File: src/hdl/tc_geometry_pkg.sv
package tc_geometry_pkg;

	// tiling
	localparam int TILE_DIM = 64;
	localparam int FILTER_GROUP = 32;

	// widths
	localparam int DRAM_AW = 32;
	localparam int MAP_W = 10;
	localparam int TILE_W = 7;
	localparam int KSIZE_W = 4;

	// DRAM word addresses
	localparam logic [DRAM_AW-1:0] WEIGHT_BASE = 32'h0010_0000;
	localparam logic [DRAM_AW-1:0] OUTPUT_BASE = 32'h0018_0000;

	// on-chip memories
	localparam int WSRAM_AW = 13;
	localparam int OSRAM_AW = 18;
	localparam int BUF_AW = 8;
	// row or filter field at the top of both SRAM addresses
	localparam int SLOT_W = 6;
	localparam int WORD_W = WSRAM_AW - SLOT_W;
	localparam int OFS_W = OSRAM_AW - SLOT_W;

	// origin step between neighbouring tiles, 62 for k3 and 60 for k5
	function automatic logic [TILE_W-1:0] tile_step(input logic [KSIZE_W-1:0] k);
		return TILE_W'(TILE_DIM + 1) - TILE_W'(k);
	endfunction

endpackage

File: src/hdl/tc_control_pkg.sv
package tc_control_pkg;

	typedef enum logic [3:0] {
		S_IDLE,
		S_WLOAD,
		S_WWAIT,
		S_RLOAD,
		S_RWAIT,
		S_MWAIT,
		S_CWAIT,
		S_OLOAD,
		S_OWAIT,
		S_NTILE,
		S_NGROUP
	} seq_state_t;

	// selects sram type and direction of a DMA request
	typedef enum logic [1:0] {
		DMA_WEIGHT,
		DMA_INPUT,
		DMA_OUTPUT
	} dma_kind_t;

endpackage

File: src/hdl/dram_addr_gen.sv
`timescale 1ns/100ps

module dram_addr_gen (
	input  logic clk,
	input  logic rst,
	input  logic addr_load,
	input  tc_control_pkg::dma_kind_t dma_kind,
	input  logic [tc_geometry_pkg::MAP_W-1:0] filter_base,
	input  logic [tc_geometry_pkg::TILE_W-1:0] filter_idx,
	input  logic [tc_geometry_pkg::MAP_W-1:0] channel_idx,
	input  logic [tc_geometry_pkg::TILE_W-1:0] row_idx,
	input  logic [tc_geometry_pkg::TILE_W-1:0] out_row_idx,
	input  logic [tc_geometry_pkg::MAP_W-1:0] tile_col,
	input  logic [tc_geometry_pkg::MAP_W-1:0] tile_row,
	input  logic [tc_geometry_pkg::TILE_W-1:0] tile_len,
	input  logic [tc_geometry_pkg::KSIZE_W-1:0] kernel_size,
	input  logic [tc_geometry_pkg::MAP_W-1:0] channel,
	input  logic [tc_geometry_pkg::MAP_W-1:0] map_size,
	output logic [tc_geometry_pkg::DRAM_AW-1:0] dma_dram_start,
	output logic [tc_geometry_pkg::DRAM_AW-1:0] dma_dram_end,
	output logic dma_sram_type,
	output logic dma_dir
);

	localparam int AW = tc_geometry_pkg::DRAM_AW;

	logic [AW-1:0] out_dim;
	logic [AW-1:0] filter_num;
	logic [AW-1:0] filter_words;
	logic [AW-1:0] word_start;
	logic [AW-1:0] word_last;

	// stride 1, no padding
	assign out_dim = map_size - kernel_size + 1'b1;
	assign filter_num = filter_base + filter_idx;
	assign filter_words = kernel_size * kernel_size * channel;

	always_comb
	begin
		case (dma_kind)
			tc_control_pkg::DMA_WEIGHT:
			begin
				word_start = tc_geometry_pkg::WEIGHT_BASE + filter_num * filter_words;
				word_last = word_start + filter_words - 1'b1;
			end
			tc_control_pkg::DMA_INPUT:
			begin
				word_start = channel_idx * map_size * map_size +
					(tile_row + row_idx) * map_size + tile_col;
				word_last = word_start + tile_len - 1'b1;
			end
			tc_control_pkg::DMA_OUTPUT:
			begin
				word_start = tc_geometry_pkg::OUTPUT_BASE + filter_num * out_dim * out_dim +
					(out_row_idx + tile_row) * out_dim + tile_col;
				word_last = word_start + tile_len - kernel_size;
			end
			default:
			begin
				word_start = '0;
				word_last = '0;
			end
		endcase
	end

	// byte addresses
	always_ff @(posedge clk)
	begin
		if (addr_load)
		begin
			dma_dram_start <= {word_start[AW-3:0], 2'b00};
			dma_dram_end <= {word_last[AW-3:0], 2'b00};
		end
	end

	always_ff @(posedge clk, posedge rst)
	begin
		if (rst)
		begin
			dma_sram_type <= 1'b0;
			dma_dir <= 1'b0;
		end
		else if (addr_load)
		begin
			dma_sram_type <= (dma_kind == tc_control_pkg::DMA_WEIGHT);
			dma_dir <= (dma_kind == tc_control_pkg::DMA_OUTPUT);
		end
	end

endmodule

File: config.mk
export PLATFORM = sky130hd
export DESIGN_NAME = dram_addr_gen
export DESIGN_NICKNAME = d
export VERILOG_FILES = /design/src/hdl/tc_geometry_pkg.sv /design/src/hdl/tc_control_pkg.sv /design/src/hdl/dram_addr_gen.sv
export SDC_FILE = /design/constraint.sdc
export NUM_CORES = 2
export LEC_CHECK = 0
export BUFFER_PORTS_ARGS = -buffer_cell sky130_fd_sc_hd__buf_4
export CORE_MARGIN = 8
export CORE_UTILIZATION = 60
export CTS_CLUSTER_DIAMETER = 80
export DETAILED_ROUTE_END_ITERATION = 7
export PLACE_DENSITY = 0.77
export SLEW_MARGIN = 20
export SYNTH_ARGS = -nofsm -noshare
export SYNTH_HDL_FRONTEND = slang
export SYNTH_SLANG_ARGS = --single-unit
export TNS_END_PERCENT = 50
File: constraint.sdc
create_clock -name clk -period 1.5 [get_ports clk]
set_clock_uncertainty 0.2 [all_clocks]
set_input_delay 0.15 -clock clk [delete_from_list [all_inputs] [get_ports clk]]
set_output_delay 0.15 -clock clk [all_outputs]
set_load 0.01 [all_outputs]
==> results.cfg <==
[yosys]
synthXorXnorAreaFrac_pct = 4.76
async_reset_ff_share_pct = 3.23
synth_top_area_share_pct = 37.6
synth_edf_count = 60
ys_warn_count = 0
synth_top_family_by_area = adder cells
synth_area_sq_mm = 0.0505
syn_inst = 5938
ys_top_cells_by_area = fa_1, ha_1, inv_1
seq_area_frac_synth_pct = 3.66
synth_simple_gate_area_share_pct = 15.8
syn-mean-instance-area_sq_um = 8.51
synth_cell_types = 98
yosys.area_share.adder_pct = 54.4
ys_ff_latch = 62
synth-compound-area-share_pct = 9.63
yosys.area.top_type = fa_1
muxShareOfSynthArea_pct = 0.408
synthFlopType = edfxtp_1

[worst_setup_path]
crit_required_ns = 1.41
reg2reg_slack_ns = 0.55
cp-start-kind = input pin
regToRegEndpoint = dma_dir
cp-startpoint = map_size[0]
path_class = in -> reg
end_kind = flip-flop
r2r_cells = 1
cp.arrival_ns = 13.00
cp_slowest_stage_delay_ns = 0.54
crit_slowest_cell = fa_1
crit_top_cell = fa_1
path_max_fanout = 4
timing.rr.start = dma_dir

[timing]
tightest_slew_ns = 0.648
relSlewSlack_pct = 56.1
holdWs_ns = 0.118
rsz0062_at_grt = true
hold_viol = 0
drv_slew = 0
fin_crit_sh_pct = 873
fin_ws_ns = -11.59
fin_setup_tns_ns = -544.88
fmax_mhz = 76.4
setup_viol = 60
period_needed_ns = 13.09

[cells_and_area]
final_cell_mix = buf_4, inv_1, fa_1
fin_nets = 8869
multi_input_area_sq_mm = 0.0451
fillCellCount = 5785
ff_latch_area_sq_mm = 0.00185
final_common_cell = buf_4
synthToLayoutAreaGrowth_pct = 27.7
drive_above_1_share_pct = 24.9

[clock_tree]
cts_sinks = 62
cts_tree = yes
insertion_delay_ns = 0.37
max-clock-path-buffers = 2
clk_pin_slew_ns = 0.06
htreeDepth = 3
cts_made_buffers = 9
cts_root_buffer = clkbuf_16

[grt]
grt_pass1_wl_mm = 256
grt-ovfl-total = 0
track_usage_pct = 34.2
antenna_found_initial = 3
grt_pass1_vias = 49437
grt_max_degree = 48

[detailed_routing]
num_vias = 46100
drc = 0
drt_iter0_markers = 3405
ant_nets = 0
wl_mm = 158
routedWlPerCell_microns = 19.3
dr.pass1.iters = 8
avgViaCountPerCell = 5.60

[placement]
place_ws_ns = -12.03
io_buffers = 158
gp_congestion = 1.02
dp_hpwl_mm = 136

[outcome]
run_status = finished with violations
violations = negative setup slack

[hold_path]
min-delay-start = dma_kind[0]
holdPathStages = 4
holdCritPathClass = in -> reg
hold_end = dma_dram_start[29]

[floorplan]
num_rows = 106
io_pins = 163
die_width_microns = 306
die_area_sq_mm = 0.0938
start_util_pct = 60.5
coreArea_sq_mm = 0.0836
die_h_microns = 306

[job]
max_cap_violations = 0
==> cells in the mapped netlist, types with 6 or more instances <==
cell type  instances
o21bai_1          41
and3_1            40
nand4_1           16
o21a_1            41
a21oi_1          215
a31o_2             6
ha_1             679
a31oi_1           20
a21o_1            82
nand2_1          749
o22ai_1           46
inv_1           1293
o21ai_0          118
o41ai_1            7
a41oi_1            6
a211o_1           10
mux2i_1           15
nor3_1            33
o31a_1            14
buf_1             10
o211a_1            6
nor2_1           289
or2_2             28
clkbuf_1         206
o211ai_1          19
o31ai_1           22
fa_1             950
o221ai_1           7
edfxtp_1          60
a211oi_1          19
xnor2_1          167
nor2b_1           36
nand2b_1          40
nand3_1           76
nor4_1            13
and2_1           326
xor2_1            92
or3_1             20
a21boi_0          11
==> area by class of cell <==
| class | count | share of cell area (%) |
|---|---|---|
| sequential | 62 | 2.87 |
| clock inverter | 6 | 0.0582 |
| multi-input combinational | 4361 | 70.0 |
| inverter | 1297 | 7.60 |
| clock buffer | 10 | 0.355 |
| tap | 1080 | 2.09 |
| timing repair buffer | 1412 | 17.1 |
| antenna | 1 | 0.00388 |
==> worst max-delay path by stage <==
stage / end / cells past startpoint
floorplan: dma_dram_end[30] / 57
global placement: dma_dram_end[30] / 55
detailed placement: dma_dram_end[30] / 56
CTS: dma_dram_end[30] / 58
global route: dma_dram_end[30] / 55
finish: dma_dram_end[30] / 56
==> state kept, by name, summed over array words and instances (netlist names) <==
name and flops:
dma_dram_end 30, dma_dram_start 30, dma_dir 1, dma_sram_type 1
==> per-stage QoR <==
step                      util (%)  area (sq um)  instances
after detailed placement      74.5         62300       8167
after global routing          77.2         64500       8229
after floorplan                  -         51400       5941
after CTS                     76.7         64100       8215
final                         77.2         64500       8229
after global placement        74.5         62300       8167
==> cells by family (layout without fill, tap and decap cells) <==
group	count (synthesis)	after routing
and+or+nand+nor	1700	1700
adders and majority gates	1629	1629
buffers and inverters	1518	2725
AOI/OAI and AO/OA	743	743
xor gates and xnor gates	265	265
DFF	62	62
muxes	20	20
other	1	5
==> per-layer routing <==
layer	GRT usage, %	up-vias	share of wire, %
li1	-	20865	-
met1	44.5	22874	39
met2	55.4	1907	46
met3	5.17	454	8.5
met4	17.4	0	6.3
met5	0	-	0
==> critical path: cells and delay by family <==
family,cells,cell delay (ns)
adders and majority gates,16,6.34
AOI/OAI and AO/OA,15,3.06
and+or+nand+nor,8,1.57
buffers and inverters,13,1.03
xor gates and xnor gates,3,0.56
muxes,1,0.26
==> timing repair <==
action	4_1_cts	5_1_grt
hold endpoints to repair	13	0
gates resized for setup	244	83
cloned	0	0
endpoints found under the setup margin	60	60
setup buffers	35	14
hold buffers	3	0
pin swaps	156	51
Power is left out: the tool's default activity adds up to more than one toggle a clock period on the data nets, which glitch-free logic cannot reach.
