File: src/hdl/tc_geometry_pkg.sv
package tc_geometry_pkg;

	// tiling
	localparam int TILE_DIM = 64;
	localparam int FILTER_GROUP = 32;

	// widths
	localparam int DRAM_AW = 32;
	localparam int MAP_W = 10;
	localparam int TILE_W = 7;
	localparam int KSIZE_W = 4;

	// DRAM word addresses
	localparam logic [DRAM_AW-1:0] WEIGHT_BASE = 32'h0010_0000;
	localparam logic [DRAM_AW-1:0] OUTPUT_BASE = 32'h0018_0000;

	// on-chip memories
	localparam int WSRAM_AW = 13;
	localparam int OSRAM_AW = 18;
	localparam int BUF_AW = 8;
	// row or filter field at the top of both SRAM addresses
	localparam int SLOT_W = 6;
	localparam int WORD_W = WSRAM_AW - SLOT_W;
	localparam int OFS_W = OSRAM_AW - SLOT_W;

	// origin step between neighbouring tiles, 62 for k3 and 60 for k5
	function automatic logic [TILE_W-1:0] tile_step(input logic [KSIZE_W-1:0] k);
		return TILE_W'(TILE_DIM + 1) - TILE_W'(k);
	endfunction

endpackage

File: src/hdl/tc_control_pkg.sv
package tc_control_pkg;

	typedef enum logic [3:0] {
		S_IDLE,
		S_WLOAD,
		S_WWAIT,
		S_RLOAD,
		S_RWAIT,
		S_MWAIT,
		S_CWAIT,
		S_OLOAD,
		S_OWAIT,
		S_NTILE,
		S_NGROUP
	} seq_state_t;

	// selects sram type and direction of a DMA request
	typedef enum logic [1:0] {
		DMA_WEIGHT,
		DMA_INPUT,
		DMA_OUTPUT
	} dma_kind_t;

endpackage

File: src/hdl/sram_addr_gen.sv
`timescale 1ns/100ps

module sram_addr_gen (
	input  logic clk,
	input  logic rst,
	input  logic addr_load,
	input  tc_control_pkg::dma_kind_t dma_kind,
	input  logic [tc_geometry_pkg::TILE_W-1:0] filter_idx,
	input  logic [tc_geometry_pkg::MAP_W-1:0] channel_idx,
	input  logic [tc_geometry_pkg::TILE_W-1:0] row_idx,
	input  logic [tc_geometry_pkg::TILE_W-1:0] out_row_idx,
	input  logic [tc_geometry_pkg::TILE_W-1:0] tile_len,
	input  logic [tc_geometry_pkg::KSIZE_W-1:0] kernel_size,
	input  logic [tc_geometry_pkg::MAP_W-1:0] channel,
	output logic [tc_geometry_pkg::WSRAM_AW-1:0] weight_sram_start,
	output logic [tc_geometry_pkg::WSRAM_AW-1:0] weight_sram_end,
	output logic [tc_geometry_pkg::OSRAM_AW-1:0] output_sram_start,
	output logic [tc_geometry_pkg::OSRAM_AW-1:0] output_sram_end,
	output logic [tc_geometry_pkg::BUF_AW-1:0] buf_start,
	output logic [tc_geometry_pkg::BUF_AW-1:0] buf_end,
	output logic [tc_geometry_pkg::WSRAM_AW-1:0] input_sram_start
);

	localparam int SW = tc_geometry_pkg::SLOT_W;
	localparam int WW = tc_geometry_pkg::WORD_W;
	localparam int OW = tc_geometry_pkg::OFS_W;
	localparam int TW = tc_geometry_pkg::TILE_W;

	logic weight_load;
	logic input_load;
	logic output_load;
	logic [tc_geometry_pkg::MAP_W-1:0] weight_len_m1;
	logic [TW-1:0] buf_words;
	logic [OW-1:0] orow_ofs;
	logic [OW-1:0] orow_last;
	logic buf_half;
	logic half_next;
	logic [tc_geometry_pkg::MAP_W-1:0] prev_ch;

	assign weight_load = addr_load && (dma_kind == tc_control_pkg::DMA_WEIGHT);
	assign input_load = addr_load && (dma_kind == tc_control_pkg::DMA_INPUT);
	assign output_load = addr_load && (dma_kind == tc_control_pkg::DMA_OUTPUT);

	// k5 packs one filter channel into three words
	assign weight_len_m1 = (kernel_size == 4'd3) ? channel - 1'b1 : channel * 2'd3 - 1'b1;
	// four pixels per buffer word
	assign buf_words = (tile_len + 2'd3) >> 2;
	assign orow_ofs = out_row_idx * tc_geometry_pkg::tile_step(kernel_size);
	assign orow_last = orow_ofs + tile_len - kernel_size;

	// ping-pong half flips with each new channel
	assign half_next = (row_idx == '0) ? ~buf_half : buf_half;

	always_ff @(posedge clk, posedge rst)
	begin
		if (rst)
			buf_half <= 1'b1;
		else if (input_load)
			buf_half <= half_next;
	end

	always_ff @(posedge clk)
	begin
		if (weight_load)
		begin
			weight_sram_start <= {filter_idx[SW-1:0], {WW{1'b0}}};
			weight_sram_end <= {filter_idx[SW-1:0], weight_len_m1[WW-1:0]};
		end
		if (input_load)
		begin
			buf_start <= {half_next, {(tc_geometry_pkg::BUF_AW-1){1'b0}}};
			buf_end <= {half_next, buf_words - 1'b1};
			input_sram_start <= {row_idx[SW-1:0], {WW{1'b0}}};
			prev_ch <= channel_idx;
		end
		if (output_load)
		begin
			output_sram_start <= {filter_idx[SW-1:0], orow_ofs};
			output_sram_end <= {filter_idx[SW-1:0], orow_last};
		end
	end

	// a channel change must land on row 0, otherwise the halves drift
	assert property (@(posedge clk) disable iff (rst)
		(input_load && channel_idx != prev_ch) |-> (row_idx == '0));

endmodule

File: config.mk
export PLATFORM = sky130hd
export DESIGN_NAME = sram_addr_gen
export DESIGN_NICKNAME = d
export VERILOG_FILES = /design/src/hdl/tc_geometry_pkg.sv /design/src/hdl/tc_control_pkg.sv /design/src/hdl/sram_addr_gen.sv
export SDC_FILE = /design/constraint.sdc
export NUM_CORES = 1
export LEC_CHECK = 0
export ABC_AREA = 1
export BUFFER_PORTS_ARGS = -buffer_cell sky130_fd_sc_hd__clkbuf_2
export CORE_ASPECT_RATIO = 1.1
export CORE_MARGIN = 10
export CORE_UTILIZATION = 45
export CTS_CLUSTER_DIAMETER = 200
export DETAILED_ROUTE_END_ITERATION = 8
export PLACE_DENSITY = 0.75
export SKIP_LAST_GASP = 1
export SLEW_MARGIN = 25
export SYNTH_ARGS = -nofsm -noshare
export SYNTH_HDL_FRONTEND = slang
export SYNTH_SLANG_ARGS = --single-unit
File: constraint.sdc
create_clock -name clk -period 2.6 [get_ports clk]
set_input_delay 0.52 -clock clk [delete_from_list [all_inputs] [get_ports clk]]
set_output_delay 0.52 -clock clk [all_outputs]
set_load 0.05 [all_outputs]
==> metrics.sh <==
RUN_STATUS='finished, violations left'
FAILING_CHECKS='setup timing'
CP_COMMON_CELL='sky130_fd_sc_hd__ha_4'
CLKPWRFRAC_PCT=11.7
FINAL_LAYOUT_SIZE_SUFFIX_GT1_SHARE_PCT=45.21
SYNTHESIZED_AREA_PER_CELL_UM2=8.676
FIRST_GLOBAL_VIAS=4765
CTS.REPORTEDPATHS.CLKPINSLEW_PS=50
SHARE_SEQ_OF_TOTAL_POWER_PCT=13.5
SYNTH.TOP_CELLS.BY_AREA='sky130_fd_sc_hd__edfxtp_1 33%, sky130_fd_sc_hd__ha_1 13%, sky130_fd_sc_hd__fa_1 11%, sky130_fd_sc_hd__nand2_1 9.6%, sky130_fd_sc_hd__inv_1 9.3%'
YS_FF_LATCH=57
SEQCELLAREA_UM2=1708
FP.DIEAREA_UM2=15790
SYN-CELL-AREA_UM2=5024
GPL_CONGESTION=0.9165
DETAILED_PLACE.AREA_UM2=6469
CRITICAL_PATH.MAX_FANOUT=4
CLOCK_SKEW_PS=0.2785
ANTENNA_VIOLATIONS_BEFORE_REPAIR=0
MAXCLOCKFREQUENCY_GHz=0.1967
FINAL_COUNT_OF_PINS_VIOLATING_MAX_SLEW=0
CRITPATHSLOWESTCELL='sky130_fd_sc_hd__fa_1'
YOSYSSEQAREASHARE_PCT=34.00
LAYOUT_WORST_PATH_CYCLE_SHARE_PCT=195.6
FP.DIEW_UM=120.7
SYNTH_FF_TYPE='sky130_fd_sc_hd__edfxtp_1'
PLACE_HPWL_UM=10640
BUFFER_PORTS.INSERTED=112
WL_PER_CELL_UM=14.86
SYNTH_COMMON_CELLS='129 x sky130_fd_sc_hd__nand2_1, 125 x sky130_fd_sc_hd__inv_1, 56 x sky130_fd_sc_hd__edfxtp_1, 51 x sky130_fd_sc_hd__ha_1, 35 x sky130_fd_sc_hd__buf_4'
CTS_ROOT_BUF='sky130_fd_sc_hd__clkbuf_16'
VIAS=4492
HOLD_BUFFERS=0
CTS.SINKS=57
IRDROPWORSTVDD_mV=0.9257
SYNTH_CELLS=579
FILLERS=776
OVERFLOW=0
POWER.COMBINATIONAL.FRACTION_PCT=74.9
SWITCHING_SHARE_PCT=43.98
SYN2LAYOUT_AREA_GROWTH_PCT=48.24
POSTLAYOUTSETUPSLACKWORST_PS=-2485
GRT_FIRST_PASS_WIRELENGTH_UM=21430
HEIGHT_OF_THE_DIE_UM=130.8
SYNTH.MOST_COMMON_CELL='sky130_fd_sc_hd__nand2_1'
ANTENNA-DIODE-COUNT=0
TRACK_USAGE_PCT=16.73
LEAKAGE_nW=3.837
FINAL-HOLD-VIOLATION-COUNT=0
INITIAL_UTILIZATION_PCT=46.04
FIRST_ITER_VIOLATIONS=205
WORSTPATHARRIVAL_PS=5160
CRITICALPATHCATEGORY='input port to register'
CTSLONGESTPATHBUFFERS=2
CAPTURING_POINT_OF_THE_WORST_REG2REG_PATH='buf_half'
H-TREE-DEPTH=3
REG2REG_FROM='buf_half'
P_SW_mW=4.571
ROW_COUNT=40
ROUTE.DETAILED.DRC=0
CP_ENDPOINT_KIND='register'
CTS_TREE='done'
MIN-DELAY-PATH-CLASS='input port to asynchronous set/reset pin'
CPPEAKSTAGEDELAY_PS=530
POSTLAYOUTCELLAREA_UM2=7447
SETUP_VIOLATIONS=19
POST_DRT_VIA_CELL_RATIO=4.774
TIMING.MAX_CAP.VIOLATIONS=0
PERIOD_NEEDED_PS=5085
NUM-NETS-FINAL=924
CTS_INSERTED_BUFFERS=9
SETUP.REG_TO_REG.WORST_SLACK_PS=1630
MULTI_INPUT_COMB_AREA_UM2=3334
SYNTH-EDFF-COUNT=56
CRITPATHLAUNCHTYPE='input port'
SYNTH-WARNING-COUNT=0
WORSTSKEWPAIRLATENCY_PS=320
ASYNC_RESET_FF_SHARE_PCT=1.754
SYNTH_TOP_CELL_BY_AREA='sky130_fd_sc_hd__edfxtp_1'
COREAREA_UM2=10910
P_INT_mW=5.823
SYNTH_LARGEST_TYPE_AREA_FRACTION_PCT=33.47
TIMING.REG2REG.WORST_PATH_DEPTH=2
ROUTED_WIRELENGTH_UM=13980
POWER.DENSITY_CELL_AREA_nW_PER_UM2=1396
FINALSETUPTNS_PS=-31450
SYNTHDISTINCTLIBCELLS=33
CP_DATA_REQUIRED_TIME_PS=2670
ANTENNA_LEFT=0
GRT_MAX_DEGREE=31
DETAIL_ROUTE.FIRST_PASS.ITERATIONS=4
RSZ0062_AT_GRT='true'
IOPINCOUNT=148
## final cells by class
class / count / share of cell area [%]
clock buffer: 10 / 3.075
clock inverter: 6 / 1.109
inverter: 127 / 6.603
multi-input combinational: 377 / 44.77
sequential: 57 / 22.93
tap: 147 / 2.470
timing repair buffer: 217 / 19.04
## routing by layer
layer  vias up  share of wire (%)  GRT usage, %
li1       2180                  -             -
met1      2107                 37         16.96
met2       172                 53         31.47
met3        33                6.1         4.077
met4         0                2.9         8.168
met5         -                  0             0
## through the flow
step           setup WS (ps)  power, mW  util (%)  hold slack, ps  instances
2_1_floorplan          -2494      5.371         -           409.7        599
3_3_place_gp           -2689      7.030     59.29           525.2        902
3_5_place_dp           -2779      7.246     59.29           527.4        902
4_1_cts                -2395      9.273     64.84           182.3        927
5_1_grt                -2676      11.12     68.26           207.9        941
6_report               -2485      10.39     68.26           191.0        941
## worst max-delay path by stage
stage	start	end	slack (ps)	depth (start not counted)
floorplan	kernel_size[1]	output_sram_end[11]	-2490	25
global placement	kernel_size[2]	output_sram_end[11]	-2690	25
detailed placement	kernel_size[2]	output_sram_end[10]	-2780	25
CTS	kernel_size[2]	output_sram_end[11]	-2390	27
global route	kernel_size[2]	output_sram_end[10]	-2680	25
finish	kernel_size[2]	output_sram_end[10]	-2490	29
## cell families after synthesis
logic type                 share of synthesized area [%]
and+or+nand+nor                                    19.20
buffers and inverters                              15.09
adders and majority gates                          23.46
DFF                                                34.00
AOI/OAI and AO/OA                                  3.761
xor gates and xnor gates                           4.184
other                                            0.07465
muxes                                             0.2241
## repair_timing
action | in CTS | in global routing
setup endpoints to repair | 19 | 19
gates resized for setup | 47 | 59
pin swaps | 48 | 59
setup buffers | 16 | 17
endpoints found under the hold margin | 0 | 0
## worst max-delay path, delay by kind of cell
kind / cells / cell delay, ps
adder cells (fa/ha/maj): 9 / 3070
AND/OR/NAND/NOR: 11 / 850
buffers and inverters: 7 / 370
XOR/XNOR: 1 / 180
AO/OA/AOI/OAI: 1 / 150
## state kept, by name (all words and copies together), names as in the netlist
name and flops:
output_sram_start 18, buf_end 7, buf_half 1, input_sram_start 6
weight_sram_end 13, output_sram_end 12
## power by group through the flow
| stage | clock network, mW | logic [mW] | registers [mW] |
|---|---|---|---|
| 2_1_floorplan | 0 | 3.54 | 1.83 |
| 3_3_place_gp | 0 | 5.61 | 1.42 |
| 3_5_place_dp | 0 | 5.83 | 1.42 |
| 4_1_cts | 1.24 | 6.63 | 1.40 |
| 5_1_grt | 1.28 | 8.44 | 1.41 |
| 6_report | 1.21 | 7.78 | 1.40 |
## placed cells by master (no fill, tap or decap), drive strengths merged
cell / instances
xor2: 15
nor3: 4
buf: 107
edfxtp: 56
dfstp: 1
a21o: 3
o21ai: 10
inv: 127
fa: 27
and3b: 1
nor2: 34
ha: 51
nand3b: 2
bufinv: 2
o21a: 1
o22ai: 1
clkbuf: 120
nand3: 30
o211ai: 1
o31ai: 2
conb: 21
nand4: 5
a31oi: 1
nand2: 143
nor3b: 1
a21oi: 14
mux2: 1
xnor2: 9
clkinv: 4
(Power assumes the default switching activity.)
