File: src/hdl/tc_geometry_pkg.sv
package tc_geometry_pkg;

	// tiling
	localparam int TILE_DIM = 64;
	localparam int FILTER_GROUP = 32;

	// widths
	localparam int DRAM_AW = 32;
	localparam int MAP_W = 10;
	localparam int TILE_W = 7;
	localparam int KSIZE_W = 4;

	// DRAM word addresses
	localparam logic [DRAM_AW-1:0] WEIGHT_BASE = 32'h0010_0000;
	localparam logic [DRAM_AW-1:0] OUTPUT_BASE = 32'h0018_0000;

	// on-chip memories
	localparam int WSRAM_AW = 13;
	localparam int OSRAM_AW = 18;
	localparam int BUF_AW = 8;
	// row or filter field at the top of both SRAM addresses
	localparam int SLOT_W = 6;
	localparam int WORD_W = WSRAM_AW - SLOT_W;
	localparam int OFS_W = OSRAM_AW - SLOT_W;

	// origin step between neighbouring tiles, 62 for k3 and 60 for k5
	function automatic logic [TILE_W-1:0] tile_step(input logic [KSIZE_W-1:0] k);
		return TILE_W'(TILE_DIM + 1) - TILE_W'(k);
	endfunction

endpackage

File: src/hdl/loop_counters.sv
`timescale 1ns/100ps

module loop_counters #(
	parameter int MAX_MAP = 1023,
	parameter int MAX_FILTERS = 1023
) (
	input  logic clk,
	input  logic rst,
	input  logic grp_clr,
	input  logic grp_adv,
	input  logic flt_clr,
	input  logic flt_adv,
	input  logic ch_clr,
	input  logic ch_adv,
	input  logic row_clr,
	input  logic row_adv,
	input  logic orow_clr,
	input  logic orow_adv,
	input  logic tile_clr,
	input  logic tile_adv,
	input  logic [tc_geometry_pkg::KSIZE_W-1:0] kernel_size,
	input  logic [tc_geometry_pkg::MAP_W-1:0] kernel_num,
	input  logic [tc_geometry_pkg::MAP_W-1:0] channel,
	input  logic [tc_geometry_pkg::MAP_W-1:0] map_size,
	output logic [tc_geometry_pkg::MAP_W-1:0] filter_base,
	output logic [tc_geometry_pkg::TILE_W-1:0] filter_idx,
	output logic [tc_geometry_pkg::MAP_W-1:0] channel_idx,
	output logic [tc_geometry_pkg::TILE_W-1:0] row_idx,
	output logic [tc_geometry_pkg::TILE_W-1:0] out_row_idx,
	output logic [tc_geometry_pkg::MAP_W-1:0] tile_col,
	output logic [tc_geometry_pkg::MAP_W-1:0] tile_row,
	output logic [tc_geometry_pkg::TILE_W-1:0] tile_len,
	output logic last_filter,
	output logic last_row,
	output logic last_channel,
	output logic last_out_row,
	output logic last_tile,
	output logic last_group
);

	localparam int MW = tc_geometry_pkg::MAP_W;
	localparam int TW = tc_geometry_pkg::TILE_W;
	localparam int TILE_DIM = tc_geometry_pkg::TILE_DIM;
	localparam int GROUP = tc_geometry_pkg::FILTER_GROUP;

	logic [MW-1:0] filters_left;
	logic [TW-1:0] filter_limit;
	logic [MW-1:0] cols_left;
	logic [MW-1:0] rows_left;
	logic [TW-1:0] row_len;
	logic [TW-1:0] step;

	assign step = tc_geometry_pkg::tile_step(kernel_size);
	assign filters_left = kernel_num - filter_base;
	assign filter_limit = (filters_left > MW'(GROUP)) ? TW'(GROUP) : filters_left[TW-1:0];

	// edge tiles are clipped to the map
	assign cols_left = map_size - tile_col;
	assign rows_left = map_size - tile_row;
	assign tile_len = (cols_left > MW'(TILE_DIM)) ? TW'(TILE_DIM) : cols_left[TW-1:0];
	assign row_len = (rows_left > MW'(TILE_DIM)) ? TW'(TILE_DIM) : rows_left[TW-1:0];

	assign last_group = (filters_left <= MW'(GROUP));
	assign last_filter = (filter_idx == filter_limit - 1'b1);
	assign last_channel = (channel_idx == channel - 1'b1);
	assign last_row = (row_idx == row_len - 1'b1);
	assign last_out_row = (out_row_idx == row_len - kernel_size);
	assign last_tile = (cols_left <= MW'(TILE_DIM)) && (rows_left <= MW'(TILE_DIM));

	always_ff @(posedge clk, posedge rst)
	begin
		if (rst)
			filter_base <= '0;
		else if (grp_clr)
			filter_base <= '0;
		else if (grp_adv)
			filter_base <= filter_base + MW'(GROUP);
	end

	always_ff @(posedge clk, posedge rst)
	begin
		if (rst)
		begin
			filter_idx <= '0;
			channel_idx <= '0;
			row_idx <= '0;
			out_row_idx <= '0;
		end
		else
		begin
			if (flt_clr)
				filter_idx <= '0;
			else if (flt_adv)
				filter_idx <= filter_idx + 1'b1;
			if (ch_clr)
				channel_idx <= '0;
			else if (ch_adv)
				channel_idx <= channel_idx + 1'b1;
			if (row_clr)
				row_idx <= '0;
			else if (row_adv)
				row_idx <= row_idx + 1'b1;
			if (orow_clr)
				out_row_idx <= '0;
			else if (orow_adv)
				out_row_idx <= out_row_idx + 1'b1;
		end
	end

	// raster order, left to right then down
	always_ff @(posedge clk, posedge rst)
	begin
		if (rst)
		begin
			tile_col <= '0;
			tile_row <= '0;
		end
		else if (tile_clr)
		begin
			tile_col <= '0;
			tile_row <= '0;
		end
		else if (tile_adv && cols_left <= MW'(TILE_DIM))
		begin
			tile_col <= '0;
			tile_row <= tile_row + step;
		end
		else if (tile_adv)
			tile_col <= tile_col + step;
	end

	// weights of one filter must fit a single SRAM row
	assert property (@(posedge clk) disable iff (rst)
		grp_clr |-> ((kernel_size == 4'd3 && channel <= 10'd128) ||
		(kernel_size == 4'd5 && channel <= 10'd42)));

	assert property (@(posedge clk) disable iff (rst)
		grp_clr |-> (map_size <= MAX_MAP && kernel_num <= MAX_FILTERS));

	assert property (@(posedge clk) disable iff (rst)
		tile_adv |=> (tile_col < map_size && tile_row < map_size));

endmodule

File: config.mk
export PLATFORM = sky130hd
export DESIGN_NAME = loop_counters
export DESIGN_NICKNAME = d
export VERILOG_FILES = /design/src/hdl/tc_geometry_pkg.sv /design/src/hdl/loop_counters.sv
export SDC_FILE = /design/constraint.sdc
export NUM_CORES = 1
export LEC_CHECK = 0
export BUFFER_PORTS_ARGS = -buffer_cell sky130_fd_sc_hd__buf_2
export CAP_MARGIN = 15
export CORE_UTILIZATION = 47
export CTS_BUF_LIST = sky130_fd_sc_hd__clkbuf_2
export DETAILED_ROUTE_END_ITERATION = 10
export PLACE_DENSITY_LB_ADDON = 0.2
export SLEW_MARGIN = 0
export SYNTH_ARGS = -nofsm -noshare
export SYNTH_HDL_FRONTEND = slang
export SYNTH_SLANG_ARGS = --single-unit
File: constraint.sdc
create_clock -name clk -period 5.7 [get_ports clk]
set_clock_uncertainty 0.05 [all_clocks]
set_input_delay 0.57 -clock clk [delete_from_list [all_inputs] [get_ports clk]]
set_output_delay 0.57 -clock clk [all_outputs]
set_load 0.1 [all_outputs]
==> reports/results.ini, run 1 <==
[routing]
wl_per_cell_um = 14.37
dr.pass1.iters = 4
drc_errors = 0
ant_nets = 0
drt-total-wl_um = 13540
vias_per_cell = 5.529
vias = 5208
drtIter0Drc = 244

[timing]
slew_headroom_pct = 51.30
setup_violations = 0
period_minus_slack_ns = 5.599
max_freq_ghz = 0.1786
post-route-period-util_pct = 98.22
whs_ns = 0.1566
worst_slew_pin_slew_ns = 0.7305
rsz0062_at_grt = true
drv_slew = 0
hold_viol = 0

[pwr]
power_density_mw_per_mm2 = 215.0
power_mw = 1.400
peakVddDrop_mv = 0.1747
power.leakage_nw = 3.115

[layout]
utilization_pct = 56.78
num_antenna_cells = 0
drive_above_1_share_pct = 22.53
syn_to_final_growth_pct = 17.58
fin_cells = 942
nNetsFinal = 903

[placed_design]
placed_cells = 929
port_buffers = 116
place_congestion = 0.8761
hpwl_um = 10930

[clocking]
cts_buffer_depth = 2
cts-buffers-inserted = 5
insertion_delay_ns = 0.50
cts_tree = built
h-tree-depth = 2
clk_pin_slew_ns = 0.32
cts.sinks = 56
clockRootBuffer = clkbuf_2

[synth]
synth_area_per_cell_um2 = 8.061
synth_enable_flop_cells = 0
syn-instance-count = 687
ys_seq_elements = 56
synth_area_mm2 = 0.005538
yosys_most_used_dff = dfrtp_1
yosys_warnings = 0
yosysUniqueCellTypes = 64
async_flop_share_pct = 100.0
synth-seq-area-share_pct = 25.31

[setup_path]
crit_type = flip-flop to primary output
worst_r2r_path_depth = 11
worstSetupStartpointType = flip-flop
critical_path.max_fanout = 5
reg2reg_from = tile_col[0]$_DFFE_PP0P_
reg2reg_slack_ns = 1.91
crit_arrival_ns = 4.98
regToRegEndpoint = tile_row[9]$_DFFE_PP0P_
crit_required_ns = 5.08
end_kind = primary output

[floorplanning]
core_mm2 = 0.01147
rows = 39
ios = 122
dieWidth_um = 110.5
die-area_mm2 = 0.01222
initial_core_util_pct = 48.29
die_h_um = 110.5

[grt]
grt_pass1_vias = 4947
grt_max_degree = 57
overflow = 0
grt_pass1_wl_um = 23150
grt_util_all_layers_pct = 22.46
antenna_found_initial = 0

[run_status]
status = finished clean

[hold_path]
hold_path_class = input pin to asynchronous set/reset pin

[job]
maxCapViolCount = 0

## layout make-up
class | instances | area, um2
inverters | 49 | 183.9
fillers | 1060 | 4956
well taps | 143 | 178.9
flip-flops and latches | 56 | 1410
clock buffers | 5 | 25.02
multi-input cells | 562 | 4010
clock inverters | 3 | 47.55
repair buffers | 124 | 655.6
## worst max path at each step
stage | start | depth (start not counted) | endpoint
finish | tile_row[0]$_DFFE_PP0P_ | 18 | last_out_row
global route | tile_row[0]$_DFFE_PP0P_ | 20 | last_out_row
floorplan | tile_row[0]$_DFFE_PP0P_ | 18 | last_out_row
CTS | tile_row[0]$_DFFE_PP0P_ | 21 | last_out_row
global placement | map_size[0] | 20 | last_out_row
detailed placement | map_size[0] | 23 | last_out_row
## metrics by stage
stage / area, um2 / worst slack [ns] / setup TNS [ns]
2_1_floorplan: 5669 / -0.1613 / -0.1613
3_3_place_gp: 6336 / 0.4230 / 0
3_5_place_dp: 6336 / 0.2466 / 0
4_1_cts: 6440 / 0.0002309 / 0
5_1_grt: 6511 / -0.1164 / -0.1164
6_report: 6511 / 0.1013 / 0
## synthesized netlist by cell type (12+ instances only)
library cell | count | share of area (%)
mux2i_1 | 13 | 2.3
ha_1 | 52 | 12
nor2_1 | 79 | 5.4
a21oi_1 | 46 | 4.2
xor2_1 | 35 | 5.5
nand2_1 | 52 | 3.5
inv_1 | 49 | 3.3
nand3_1 | 30 | 2.7
o21ai_0 | 29 | 2.6
xnor2_1 | 43 | 6.8
nor3_1 | 15 | 1.4
dfrtp_1 | 56 | 25
clkbuf_1 | 12 | 0.81
or3_1 | 14 | 1.6
## cells by family (layout without fill, tap and decap cells)
group | count (synthesis) | count (layout) | share of synthesized area [%]
AO/OA/AOI/OAI | 144 | 144 | 16.76
XOR/XNOR | 79 | 79 | 12.74
multiplexers | 15 | 15 | 2.756
buffers and inverters | 74 | 181 | 5.626
other | 2 | 7 | 0.1356
AND/OR/NAND/NOR | 260 | 260 | 23.11
flip-flops | 56 | 56 | 25.30
adder cells (fa/ha/maj) | 57 | 57 | 13.56
## report_power, final
| part | switching, mW | internal, mW |
|---|---|---|
| sequential | 0.0310 | 0.418 |
| combinational | 0.504 | 0.231 |
| clock | 0.139 | 0.0761 |
| total | 0.674 | 0.726 |
## cells in the final DEF (no fill, tap or decap), drive strengths merged, types with 3 or more instances in the layout
cell    synthesis  routed
nand4           9       9
a21oi          46      46
o22ai           4       4
a211oi          3       3
inv            49      49
or3            14      14
nand3          30      30
nor2b          10      10
fa              5       5
o21bai          6       6
nand2          52      52
mux2i          13      13
nand4b          3       3
conb            2       7
nand2b          5       5
a21o            8       8
nor3           15      15
o21a           10      10
o211a           3       3
nor4b           4       4
and2            4       4
or2             9       9
nor2           79      79
o31ai           6       6
nor4           11      11
o21ai          32      32
buf            13     124
xnor2          43      43
o221ai          3       3
clkbuf         12       5
and3            4       4
a31oi           5       5
xor2           35      35
ha             52      52
or4             4       4
dfrtp          56      56
## worst max-delay path, cell delays in order (launching register included)
cell       delay (ns)
dfrtp_2          0.50
ha_4             0.18
fa_2             0.40
nand2b_4         0.18
a21oi_4          0.20
a2bb2oi_4        0.21
xnor2_1          0.14
nand4b_1         0.18
or3b_4           0.45
or2_4            0.24
ha_2             0.19
fa_2             0.36
inv_1            0.06
a21o_1           0.12
a21oi_2          0.08
or3_1            0.31
and3_4           0.18
nor4_4           0.31
buf_12           0.22
## timing repair
| item | 4_1_cts | 5_1_grt |
|---|---|---|
| endpoints found under the setup margin | 1 | 1 |
| resized for setup | 3 | 13 |
| buffers inserted | 2 | 3 |
| hold buffers | 0 | 0 |
| pin swaps | 1 | 13 |
## sequential cells by signal, summed over array words and instances, names as in the netlist
name         cells
channel_idx     10
tile_col        10
tile_row        10
filter_idx       7
out_row_idx      7
row_idx          7
filter_base      5
## metal layers
metal,GRT usage (%),part of all wire (%),vias up
li1,-,-,2615
met3,3.458,3.5,14
met2,38.92,49,102
met5,0,0,-
met1,29.68,47,2477
met4,4.267,1.2,0
No activity file was read; power rests on OpenSTA's default activity.
==> inputs of run 2 (changes only) <==
- PLACE_DENSITY: default -> 0.7
- PLACE_DENSITY_LB_ADDON: 0.2 -> default
==> reports/results.ini, run 2 (same netlist as run 1, synthesis figures left out) <==
[placed_design]
place_area_mm2 = 0.006336  ; unchanged
place_congestion = 0.9029  ; +3.1%
placed_cells = 929  ; unchanged
hpwl_um = 10710  ; -2.0%
port_buffers = 116  ; unchanged

[routing]
dr.pass1.iters = 5  ; +1
drtIter0Drc = 170  ; -30%
wl_per_cell_um = 14.48  ; +0.77%
drt-total-wl_um = 13660  ; +0.88%
vias_per_cell = 5.561  ; +0.58%
vias = 5244  ; +0.69%
drc_errors = 0  ; unchanged
ant_nets = 0  ; unchanged

[setup_path]
crit_required_ns = 5.08  ; about the same
worstSetupStartpointType = flip-flop
reg2reg_from = tile_col[0]$_DFFE_PP0P_
regToRegEndpoint = tile_row[9]$_DFFE_PP0P_
end_kind = primary output
worst_r2r_path_depth = 11  ; unchanged
crit_arrival_ns = 5.00  ; +0.02 ns
reg2reg_slack_ns = 1.89  ; -0.02 ns
critical_path.max_fanout = 5  ; unchanged
crit_type = flip-flop to primary output

[timing]
max_freq_ghz = 0.1779  ; -0.38%
period_minus_slack_ns = 5.620  ; +0.02120 ns
worst_slew_pin_slew_ns = 0.7276  ; -0.002850 ns
setup_tns_ns = 0  ; unchanged
rsz0062_at_grt = true
hold_viol = 0  ; unchanged
slew_headroom_pct = 51.49  ; +0.19 points
drv_slew = 0  ; unchanged
post-route-period-util_pct = 98.59  ; +0.37 points
setup_violations = 0  ; unchanged

[grt]
grt_util_all_layers_pct = 21.94  ; -0.52 points
grt_pass1_wl_um = 22670  ; -2.1%
grt_pass1_vias = 4840  ; -2.2%
overflow = 0  ; unchanged
antenna_found_initial = 0  ; unchanged
grt_max_degree = 57  ; unchanged

[layout]
fin_cells = 943  ; +0.11%
fillers = 1075  ; +1.4%
seqCellArea_mm2 = 0.001410  ; unchanged
nNetsFinal = 904  ; +0.11%
num_antenna_cells = 0  ; unchanged
layout_common_cells = 115 x buf_2, 79 x nor2_1, 52 x nand2_1
stdcell_area_mm2 = 0.006565  ; +0.83%
final_common_cell = buf_2
syn_to_final_growth_pct = 18.55
multiInputGateArea_mm2 = 0.004039  ; +0.72%
drive_above_1_share_pct = 22.50  ; -0.028 points
reg_top3 = channel_idx: 10 flops, tile_col: 10 flops, tile_row: 10 flops

[clocking]
cts_hold_buffers = 0  ; unchanged
cts_tree = built
clockRootBuffer = clkbuf_2
h-tree-depth = 2  ; unchanged
cts-buffers-inserted = 5  ; unchanged
insertion_delay_ns = 0.46  ; -0.04 ns
cts_buffer_depth = 2  ; unchanged
clk_pin_slew_ns = 0.29  ; -0.03 ns
cts.sinks = 56  ; unchanged

[floorplanning]
initial_core_util_pct = 48.29  ; unchanged
dieWidth_um = 110.5  ; unchanged
die-area_mm2 = 0.01222  ; unchanged
rows = 39  ; unchanged
core_mm2 = 0.01147  ; unchanged
die_h_um = 110.5  ; unchanged
ios = 122  ; unchanged

[job]
maxCapViolCount = 0  ; unchanged

[pwr]
power.leakage_nw = 3.143  ; +0.90%
peakVddDrop_mv = 0.2215  ; +27%
power_density_mw_per_mm2 = 219.2  ; +2.0%

[hold_path]
hold_path_class = input pin to asynchronous set/reset pin

[run_status]
status = finished clean

run 2: repair_timing:
item / 4_1_cts / 5_1_grt
pin swaps: 0 / 8
gates resized for setup: 2 / 15
setup buffers: 1 / 5
setup endpoints to repair: 1 / 2
run 2: how the worst max path moves through the flow:
stage,slack (ns),startpoint,cells after the start,endpoint
floorplan,-0.16,tile_row[0]$_DFFE_PP0P_,18,last_out_row
global placement,0.43,map_size[0],20,last_out_row
detailed placement,0.31,map_size[0],20,last_out_row
CTS,0.03,tile_row[0]$_DFFE_PP0P_,18,last_out_row
global route,-0.18,tile_row[0]$_DFFE_PP0P_,18,last_out_row
finish,0.08,tile_row[0]$_DFFE_PP0P_,18,last_out_row
run 2: cell type report:
type | instances | share of cell area [%]
Sequential cell | 56 | 21.48
Inverter | 49 | 2.802
Multi-Input combinational cell | 562 | 61.52
Tap cell | 143 | 2.725
Clock inverter | 2 | 0.9148
Clock buffer | 6 | 0.4574
Timing Repair Buffer | 125 | 10.10
run 2: per-stage QoR:
stage	util [%]	hold slack, ns	power [mW]	setup WS (ns)
2_1_floorplan	-	0.5863	1.035	-0.1613
3_3_place_gp	55.25	0.5105	1.153	0.4279
3_5_place_dp	55.25	0.5140	1.171	0.3072
4_1_cts	56.21	0.1775	1.430	0.03472
5_1_grt	57.25	0.1452	1.529	-0.1758
6_report	57.25	0.2141	1.439	0.08011
run 2: report_power, final:
part           internal, mW  switching [mW]
clock                 0.120           0.131
combinational         0.234           0.504
sequential            0.418          0.0318
run 2: critical path, stage by stage (launching register included):
cell	delay (ns)
dfrtp_2	0.51
ha_4	0.18
fa_2	0.42
nand2b_4	0.19
a21oi_4	0.19
a2bb2oi_4	0.19
xnor2_1	0.13
nand4b_1	0.17
or3b_4	0.44
or2_4	0.26
ha_4	0.17
fa_2	0.36
inv_1	0.07
a21o_1	0.13
a21oi_2	0.09
or3_1	0.31
and3_4	0.18
nor4_4	0.32
buf_12	0.21
run 2: per-layer routing:
metal	vias to the layer above	track usage (%)	share of wire [%]
met5	-	0	0
met4	0	2.844	0.76
met3	8	3.348	3.4
met2	104	38.01	48
met1	2513	29.52	48
li1	2619	-	-
