$ cat src/hdl/tc_control_pkg.sv
package tc_control_pkg;

	typedef enum logic [3:0] {
		S_IDLE,
		S_WLOAD,
		S_WWAIT,
		S_RLOAD,
		S_RWAIT,
		S_MWAIT,
		S_CWAIT,
		S_OLOAD,
		S_OWAIT,
		S_NTILE,
		S_NGROUP
	} seq_state_t;

	// selects sram type and direction of a DMA request
	typedef enum logic [1:0] {
		DMA_WEIGHT,
		DMA_INPUT,
		DMA_OUTPUT
	} dma_kind_t;

endpackage

$ cat src/hdl/transfer_sequencer.sv
`timescale 1ns/100ps

module transfer_sequencer (
	input  logic clk,
	input  logic rst,
	input  logic run,
	input  logic dma_done,
	input  logic buf2sram_done,
	input  logic tile_done,
	input  logic last_filter,
	input  logic last_row,
	input  logic last_channel,
	input  logic last_out_row,
	input  logic last_tile,
	input  logic last_group,
	output logic grp_clr,
	output logic grp_adv,
	output logic flt_clr,
	output logic flt_adv,
	output logic ch_clr,
	output logic ch_adv,
	output logic row_clr,
	output logic row_adv,
	output logic orow_clr,
	output logic orow_adv,
	output logic tile_clr,
	output logic tile_adv,
	output logic addr_load,
	output tc_control_pkg::dma_kind_t dma_kind,
	output logic dma_start,
	output logic buf2sram_start,
	output logic compute_run,
	output logic layer_done
);

	tc_control_pkg::seq_state_t state;
	tc_control_pkg::seq_state_t next_state;
	logic run_q;
	logic mover_go;
	logic compute_go;
	logic finish;
	logic dma_busy;

	always_comb
	begin
		next_state = state;
		grp_clr = 1'b0;
		grp_adv = 1'b0;
		flt_clr = 1'b0;
		flt_adv = 1'b0;
		ch_clr = 1'b0;
		ch_adv = 1'b0;
		row_clr = 1'b0;
		row_adv = 1'b0;
		orow_clr = 1'b0;
		orow_adv = 1'b0;
		tile_clr = 1'b0;
		tile_adv = 1'b0;
		addr_load = 1'b0;
		dma_kind = tc_control_pkg::DMA_WEIGHT;
		mover_go = 1'b0;
		compute_go = 1'b0;
		finish = 1'b0;
		case (state)
			tc_control_pkg::S_IDLE:
				if (run_q)
				begin
					grp_clr = 1'b1;
					flt_clr = 1'b1;
					tile_clr = 1'b1;
					next_state = tc_control_pkg::S_WLOAD;
				end
			tc_control_pkg::S_WLOAD:
			begin
				addr_load = 1'b1;
				dma_kind = tc_control_pkg::DMA_WEIGHT;
				next_state = tc_control_pkg::S_WWAIT;
			end
			tc_control_pkg::S_WWAIT:
				if (dma_done && last_filter)
				begin
					ch_clr = 1'b1;
					row_clr = 1'b1;
					next_state = tc_control_pkg::S_RLOAD;
				end
				else if (dma_done)
				begin
					flt_adv = 1'b1;
					next_state = tc_control_pkg::S_WLOAD;
				end
			tc_control_pkg::S_RLOAD:
			begin
				addr_load = 1'b1;
				dma_kind = tc_control_pkg::DMA_INPUT;
				next_state = tc_control_pkg::S_RWAIT;
			end
			tc_control_pkg::S_RWAIT:
				if (dma_done)
				begin
					mover_go = 1'b1;
					next_state = tc_control_pkg::S_MWAIT;
				end
			tc_control_pkg::S_MWAIT:
				if (buf2sram_done && last_row)
				begin
					compute_go = 1'b1;
					next_state = tc_control_pkg::S_CWAIT;
				end
				else if (buf2sram_done)
				begin
					row_adv = 1'b1;
					next_state = tc_control_pkg::S_RLOAD;
				end
			tc_control_pkg::S_CWAIT:
				if (tile_done && last_channel)
				begin
					flt_clr = 1'b1;
					orow_clr = 1'b1;
					next_state = tc_control_pkg::S_OLOAD;
				end
				else if (tile_done)
				begin
					ch_adv = 1'b1;
					row_clr = 1'b1;
					next_state = tc_control_pkg::S_RLOAD;
				end
			tc_control_pkg::S_OLOAD:
			begin
				addr_load = 1'b1;
				dma_kind = tc_control_pkg::DMA_OUTPUT;
				next_state = tc_control_pkg::S_OWAIT;
			end
			tc_control_pkg::S_OWAIT:
				if (dma_done && !last_out_row)
				begin
					orow_adv = 1'b1;
					next_state = tc_control_pkg::S_OLOAD;
				end
				else if (dma_done && !last_filter)
				begin
					flt_adv = 1'b1;
					orow_clr = 1'b1;
					next_state = tc_control_pkg::S_OLOAD;
				end
				else if (dma_done && last_tile)
					next_state = tc_control_pkg::S_NGROUP;
				else if (dma_done)
					next_state = tc_control_pkg::S_NTILE;
			tc_control_pkg::S_NTILE:
			begin
				tile_adv = 1'b1;
				ch_clr = 1'b1;
				row_clr = 1'b1;
				next_state = tc_control_pkg::S_RLOAD;
			end
			tc_control_pkg::S_NGROUP:
				if (last_group)
				begin
					finish = 1'b1;
					next_state = tc_control_pkg::S_IDLE;
				end
				else
				begin
					grp_adv = 1'b1;
					flt_clr = 1'b1;
					tile_clr = 1'b1;
					next_state = tc_control_pkg::S_WLOAD;
				end
			default:
				next_state = tc_control_pkg::S_IDLE;
		endcase
	end

	always_ff @(posedge clk, posedge rst)
	begin
		if (rst)
		begin
			state <= tc_control_pkg::S_IDLE;
			run_q <= 1'b0;
			dma_start <= 1'b0;
			buf2sram_start <= 1'b0;
			compute_run <= 1'b0;
			layer_done <= 1'b0;
		end
		else
		begin
			state <= next_state;
			run_q <= run;
			// addresses are registered with addr_load, start goes out a cycle later
			dma_start <= addr_load;
			buf2sram_start <= mover_go;
			compute_run <= compute_go;
			layer_done <= finish;
		end
	end

	// one DMA request in flight
	always_ff @(posedge clk, posedge rst)
	begin
		if (rst)
			dma_busy <= 1'b0;
		else if (dma_start)
			dma_busy <= 1'b1;
		else if (dma_done)
			dma_busy <= 1'b0;
	end

	assert property (@(posedge clk) disable iff (rst) dma_start |-> !dma_busy);

endmodule

$ cat config.mk
export PLATFORM = sky130hd
export DESIGN_NAME = transfer_sequencer
export DESIGN_NICKNAME = d
export VERILOG_FILES = /design/src/hdl/tc_control_pkg.sv /design/src/hdl/transfer_sequencer.sv
export SDC_FILE = /design/constraint.sdc
export NUM_CORES = 1
export LEC_CHECK = 0
export BUFFER_PORTS_ARGS = -buffer_cell sky130_fd_sc_hd__buf_2
export CAP_MARGIN = 10
export CORE_MARGIN = 1.5
export CORE_UTILIZATION = 40
export DETAILED_ROUTE_END_ITERATION = 8
export GPL_TIMING_DRIVEN = 0
export HOLD_SLACK_MARGIN = 0.12
export PLACE_DENSITY = 0.75
export SYNTH_ARGS = -nofsm -noshare
export SYNTH_HDL_FRONTEND = slang
export SYNTH_SLANG_ARGS = --single-unit
$ cat constraint.sdc
create_clock -name clk -period 1.67 [get_ports clk]
set_input_delay 0.167 -clock clk [delete_from_list [all_inputs] [get_ports clk]]
set_output_delay 0.167 -clock clk [all_outputs]
set_load 0.02 [all_outputs]
==> results of run 1 <==
cell usage in the layout, fill, tap and decap left out, types with 2 or more instances in the layout:
cell type,n
inv_1,3
nor2_1,5
and3_1,2
buf_6,9
nand2_1,3
nor2_2,3
buf_4,18
nor3b_1,2
dlygate4sd3_1,2
o22ai_1,3
dfrtp_2,4
nand3b_1,2
nor3b_2,3
a21oi_1,3
nand3_1,2
clkbuf_4,3
mux2_4,2
or2b_1,2
dfrtp_1,5
o21ai_1,3
buf_2,20
path summary, 6_finish.rpt:
check	cells after the start	endpoint
worst max-delay path	4	flt_adv
worst min-delay path	3	layer_done$_DFF_PP0_
worst max register to register	5	state[2]$_DFFE_PP0P_
worst min register to register	2	layer_done$_DFF_PP0_
max in group asynchronous	3	state[1]$_DFFE_PP0P_
min in group asynchronous	3	buf2sram_start$_DFF_PP0_
per-stage QoR:
step	power [W]	hold WS, ps
global placement	0.00117	125
detailed placement	0.00118	133
CTS	0.00152	136
global route	0.00192	155
finish	0.00182	142
floorplan	0.000965	-5.08
worst reg2reg max path, stage by stage, from the launching register on:
cell and delay [ps]:
dfrtp_2 450, buf_4 160, nor2b_1 130, o311ai_2 300, o211ai_2 200, mux2_4 330
cells by family after synthesis:
group	share of synthesized area
DFF	0.309
buffers and inverters	0.0584
muxes	0.0309
and+or+nand+nor	0.371
AOI/OAI and AO/OA	0.230
sequential cells by signal (all words and copies together) (netlist names):
name            count
dma_start           1
state               4
layer_done          1
run_q               1
compute_run         1
buf2sram_start      1
power by group through the flow:
stage / registers, W / logic (W) / clock network [W]
global placement: 0.000344 / 0.000827 / 0
floorplan: 0.000349 / 0.000616 / 0
CTS: 0.000350 / 0.00101 / 0.000166
detailed placement: 0.000344 / 0.000836 / 0
global route: 0.000363 / 0.00138 / 0.000181
finish: 0.000357 / 0.00130 / 0.000162
area by class of cell:
cell class | count | area [µm²] | area share
plain buffers | 4 | 45.0 | 0.0370
clock buffers | 4 | 26.3 | 0.0216
inverters | 4 | 15.0 | 0.0123
multi-input cells | 66 | 558 | 0.458
flip-flops and latches | 9 | 230 | 0.189
well taps | 25 | 31.3 | 0.0257
repair buffers | 45 | 312 | 0.256
routing by layer:
| layer | share of wire | vias to the layer above | GRT usage |
|---|---|---|---|
| met2 | 0.54 | 39 | 0.377 |
| met4 | 0 | 0 | 0.0412 |
| li1 | - | 407 | - |
| met5 | 0 | - | 0 |
| met3 | 0.065 | 0 | 0.0833 |
| met1 | 0.39 | 413 | 0.244 |
timing repair:
item,in CTS,in global routing
resized for setup,23,23
hold buffers,2,0
endpoints found under the hold margin,10,0
setup endpoints to repair,12,16
buffers inserted,8,5
pin swaps,5,6
==> run_results.csv, run 1 <==
group,metric,value,unit
outcome,status,"complete, but fails checks",
outcome,failed_checks,"negative setup slack",
drt,via_count,859,
sta,relSlewSlack,0.748,
floorplan,rows,15,
setup_path,crit_slowest_cell,"or4b_4",
cts,h-tree-depth,1,
layout,area_growth,67.2,%
synthesis,synth_fp_nets,95,
flow_run,cap_violations,0,
drt,routed_wirelength,2290,µm
cts,clk_latency,260,ps
cts,cts.sinks,9,
worst_hold_path,hold_class,"input pin to flip-flop",
cts,cts_tree,"built",
drt,routedWlPerCell,14.6,µm
synthesis,synth_common_cells,"dfrtp_1 (9), nor2_1 (9), nor3b_1 (5), a21oi_1 (4), nand2_1 (4)",
floorplan,core_area,1730,µm²
sta,final_hold_viol_count,0,
drt,drc,0,
sta,skew,6.81,ps
setup_path,crit_type,"flip-flop to primary output",
global_routing,grt_max_degree,11,
sta,setup_viol,10,
drt,firstDrtPassIters,4,
placement,numPortBuffers,30,
global_routing,grt_pass1_wl,3230,µm
layout,finalInstanceArea,1220,µm²
sta,fin_ws,-92.3,ps
power_and_ir_drop,p_clk_frac,0.089,
setup_path,r2r_start,"state[1]$_DFFE_PP0P_",
synthesis,yosysUniqueCellTypes,42,
setup_path,critPathTopFamily,"simple AND/OR/NAND/NOR gates",
synthesis,synth_edf_count,0,
placement,gp_congestion,0.851,
sta,fmax,0.567,GHz
setup_path,start_kind,"flip-flop",
setup_path,critical_path.max_stage_delay,500,ps
drt,drt-initial-drc-count,15,
sta,setup_tns,-397,ps
cts,root_buffer,"clkbuf_4",
synthesis,synth_top_area_frac,0.309,
synthesis,synth.area.top_cells,"dfrtp_1 (31%), nor3b_1 (5.2%), nor2_1 (4.6%)",
worst_hold_path,holdCritStartpoint,"last_group",
floorplan,fp.dieW,45.7,µm
layout,layout-drive-gt1-share,0.614,
setup_path,worst_ep_arrival_time,1600,ps
cts,cts_buffers,3,
synthesis,ys.flop_type,"dfrtp_1",
synthesis,synth.cell_area,728,µm²
placement,place_inst,138,
sta,finalCritPeriodShare,1.06,
floorplan,pin_count,31,
placement,post_dp_cell_area,910,µm²
synthesis,synth_area_per_cell,8.77,µm²
synthesis,synth_top_area_cell,"dfrtp_1",
layout,diodes,0,
placement,place_ws,71.2,ps
placement,dpl.hpwl,1410,µm
layout,utilization,0.705,
setup_path,crit_start,"state[0]$_DFFE_PP0P_",
power_and_ir_drop,p_comb_frac,0.714,
layout,fillers,135,
power_and_ir_drop,internal_power,0.00102,W
global_routing,track_usage,0.215,
synthesis,ys_seq_area_frac,0.309,
drt,via_per_inst,5.47,
synthesis,ys_warn_count,0,
power_and_ir_drop,p_sw,0.000791,W
sta,fin_crit,1760,ps
setup_path,required,1500,ps
cts,clockBufferDepth,2,
power_and_ir_drop,power_density,1490,nW/µm²
floorplan,chipHeight,45.7,µm
global_routing,grt_antenna_before_repair,0,
setup_path,r2r_setup_slack,-20,ps
sta,worst_slew_pin_slew,377,ps
setup_path,cp-end-kind,"primary output",
floorplan,start_util,0.422,
setup_path,path_buf_inv,2,
power_and_ir_drop,pwr-share-seq,0.196,
drt,antenna_left,0,
power_and_ir_drop,vdd_drop_max,734,µV
power_and_ir_drop,switching_share,0.436,
sta,final_max_slew_viol_count,0,
power_and_ir_drop,p_leak,0.613,nW
synthesis,async_reset_ff_frac,1.00,
floorplan,die-area,2090,µm²
setup_path,critical_path.max_fanout,6,
layout,nets,145,
sta,rsz0062_at_grt,"true",
synthesis,synth_seq_cells,9,
synthesis,syn_inst,83,
global_routing,grt_pass1_vias,764,
layout,stdcell_count,157,
global_routing,gr-total-overflow,0,
setup_path,worstPathCellList,"buf_6 > or4b_4 > a21oi_2 > buf_4",
cts,path_clk_slew,60,ps
Note: power is estimated with default switching activity, not from simulation.
==> run 2, diff against run 1 <==
--- a/config.mk
+++ b/config.mk
@@ -7,2 +7,3 @@
 export LEC_CHECK = 0
+export ABC_AREA = 1
 export BUFFER_PORTS_ARGS = -buffer_cell sky130_fd_sc_hd__buf_2
@@ -14,3 +15,3 @@
 export HOLD_SLACK_MARGIN = 0.12
-export PLACE_DENSITY = 0.75
+export PLACE_DENSITY = 0.76
 export SYNTH_ARGS = -nofsm -noshare
--- a/constraint.sdc
+++ b/constraint.sdc
@@ -3,2 +3,2 @@
 set_output_delay 0.167 -clock clk [all_outputs]
-set_load 0.02 [all_outputs]
+set_load 0.1 [all_outputs]
==> run 2 against run 1 <==
Net effect: the flow still finishes with violations (negative setup slack); wire length fell by 5.9%; core utilization rose by 11 points; first-iteration DRC count rose by 40%; synthesized cell count rose by 35%; critical path type unchanged; highest routed layer is now met4.
==> run_results.csv, run 2 <==
group,metric,value,unit
floorplan,core_area,1540,µm²
synthesis,yosysUniqueCellTypes,16,
sta,fin_crit,1700,ps
synthesis,synth.cell_area,667,µm²
floorplan,die-area,1920,µm²
synthesis,synth.area.top_cells,"dfrtp_1 (34%), nand2_1 (21%), inv_1 (11%)",
layout,finalInstanceArea,1260,µm²
synthesis,ys_warn_count,0,
setup_path,r2r_setup_slack,150,ps
setup_path,critical_path.max_stage_delay,460,ps
setup_path,crit_slowest_cell,"dfrtp_2",
drt,routed_wirelength,2160,µm
synthesis,syn_inst,112,
setup_path,worstPathCellList,"nor2_2 > nand2_1 > nor3_4 > buf_8",
synthesis,synth_top_area_frac,0.338,
sta,setup_viol,4,
placement,numPortBuffers,30,
cts,root_buffer,"clkbuf_4",
cts,cts_buffers,3,
placement,post_dp_cell_area,946,µm²
global_routing,grt_pass1_vias,749,
power_and_ir_drop,total_power,0.00218,W
layout,top_register,"state",
sta,final_hold_viol_count,0,
drt,firstDrtPassIters,4,
floorplan,start_util,0.433,
sta,fin_ws,-28.8,ps
setup_path,start_kind,"flip-flop",
drt,drt-initial-drc-count,21,
drt,via_count,890,
worst_hold_path,hold_class,"input pin to flip-flop",
layout,final_cell_mix,"nand2_1 (32), inv_1 (16), buf_2 (16)",
sta,fmax,0.589,GHz
synthesis,synth_common_cells,"nand2_1 (38), inv_1 (20), nor2_1 (17), dfrtp_1 (9), nand3_1 (7)",
placement,gp_congestion,0.958,
sta,rsz0062_at_grt,"true",
power_and_ir_drop,vdd_drop_max,1320,µV
layout,utilization,0.817,
sta,relSlewSlack,0.679,
synthesis,async_reset_ff_frac,1.00,
setup_path,worst_ep_arrival_time,1530,ps
setup_path,required,1500,ps
sta,final_max_slew_viol_count,0,
power_and_ir_drop,p_leak,0.694,nW
cts,cts_tree,"built",
layout,fillers,108,
global_routing,gr-total-overflow,0,
global_routing,grt_max_degree,10,
cts,path_clk_slew,60,ps
floorplan,pin_count,31,
drt,via_per_inst,5.11,
cts,h-tree-depth,1,
setup_path,critPathTopFamily,"simple AND/OR/NAND/NOR gates",
flow_run,cap_violations,0,
setup_path,critical_path.max_fanout,5,
synthesis,synth_area_per_cell,5.95,µm²
global_routing,grt_antenna_before_repair,0,
layout,diodes,0,
synthesis,synth_top_area_cell,"dfrtp_1",
outcome,status,"complete, but fails checks",
layout,nets,171,
sta,skew,5.64,ps
cts,clockBufferDepth,2,
synthesis,synth_seq_cells,9,
layout,layout-drive-gt1-share,0.506,
drt,antenna_left,0,
layout,layout_commonest_cell,"nand2_1",
floorplan,chipHeight,43.8,µm
sta,finalCritPeriodShare,1.02,
drt,drc,0,
synthesis,synth_edf_count,0,
setup_path,crit_type,"flip-flop to primary output",
power_and_ir_drop,power_density,1730,nW/µm²
synthesis,ys.flop_type,"dfrtp_1",
floorplan,rows,14,
sta,holdWs,146,ps
synthesis,ys_seq_area_frac,0.338,
drt,routedWlPerCell,12.4,µm
sta,worst_slew_pin_slew,485,ps
placement,dpl.hpwl,1480,µm
global_routing,grt_pass1_wl,3080,µm
outcome,failed_checks,"negative setup slack",
setup_path,cp-end-kind,"primary output",
global_routing,track_usage,0.215,
layout,largest_reg_flops,4,
floorplan,fp.dieW,43.8,µm
layout,area_growth,88.7,%
synthesis,synth_fp_nets,124,
setup_path,path_buf_inv,1,
cts,cts.sinks,9,
cts,clk_latency,260,ps
synthesis,yosysMostFrequentCell,"nand2_1",
run 2: cell count changes in the layout (fill, tap and decap cells not counted), moves of 4 or more:
cell,previous run,this run
nand2_2,1,5
nor2_1,5,9
buf_4,18,12
nand2_1,3,32
buf_6,9,5
buf_12,0,6
inv_1,3,16
buf_2,20,16
nor2_4,1,5
nor2_2,3,7
run 2: worst register-to-register path, stage by stage (launching register included):
cell     delay (ps)
dfrtp_2         450
inv_2            50
buf_4           130
buf_4           130
nor2_1          160
nand2_1         100
nand3_1          90
nand2_1          80
inv_1            80
nor2_2           40
nand2_1          60
nand2_1          40
run 2: area by class of cell:
type	count	area, µm²	share of cell area
Multi-Input combinational cell	81	510	0.406
Inverter	22	90.1	0.0716
Sequential cell	9	230	0.183
Clock buffer	4	26.3	0.0209
Tap cell	16	20.0	0.0159
Timing Repair Buffer	42	382	0.303
run 2: power by group:
part	switching [W]	leakage, nW	internal, W
combinational	0.00117	0.567	0.000491
sequential	0.0000831	0.112	0.000279
clock	0.0000717	0.0150	0.0000918
total	0.00132	0.694	0.000862
run 2: cells by family (layout without fill, tap and decap cells):
logic type | after synthesis | in the layout | share of synthesized area
buf+inv | 22 | 68 | 0.124
flops | 9 | 9 | 0.338
compound gates | 8 | 8 | 0.0675
simple gates | 73 | 73 | 0.471
run 2: timing repair:
item / 4_1_cts / 5_1_grt
hold buffers: 2 / 0
buffers inserted: 2 / 8
pin swaps: 0 / 3
hold endpoints to repair: 10 / 0
setup endpoints to repair: 13 / 14
gates resized for setup: 40 / 21
run 2: path summary, 6_finish.rpt:
| check | from | cells after the start | end |
|---|---|---|---|
| max | state[0]$_DFFE_PP0P_ | 4 | orow_adv |
| min | last_group | 3 | layer_done$_DFF_PP0_ |
| max reg2reg | state[2]$_DFFE_PP0P_ | 11 | state[1]$_DFFE_PP0P_ |
| min reg2reg | state[0]$_DFFE_PP0P_ | 3 | layer_done$_DFF_PP0_ |
| max in group asynchronous | rst | 3 | state[0]$_DFFE_PP0P_ |
| min in group asynchronous | rst | 3 | buf2sram_start$_DFF_PP0_ |
run 2: routing by layer:
| metal | wire, µm | GRT usage | vias to the layer above |
|---|---|---|---|
| li1 | - | - | 440 |
| met2 | 1080 | 0.362 | 54 |
| met4 | 84 | 0.121 | 0 |
| met3 | 151 | 0.0292 | 13 |
| met5 | 0 | 0 | - |
| met1 | 842 | 0.262 | 383 |
run 2: through the flow:
step,TNS (ps),std cells,worst slack (ps)
6_report,-87.6,174,-28.8
5_1_grt,-863,174,-153
4_1_cts,-17.4,166,-14.4
3_5_place_dp,-352,158,-137
3_3_place_gp,-344,158,-133
2_1_floorplan,-513,112,-182
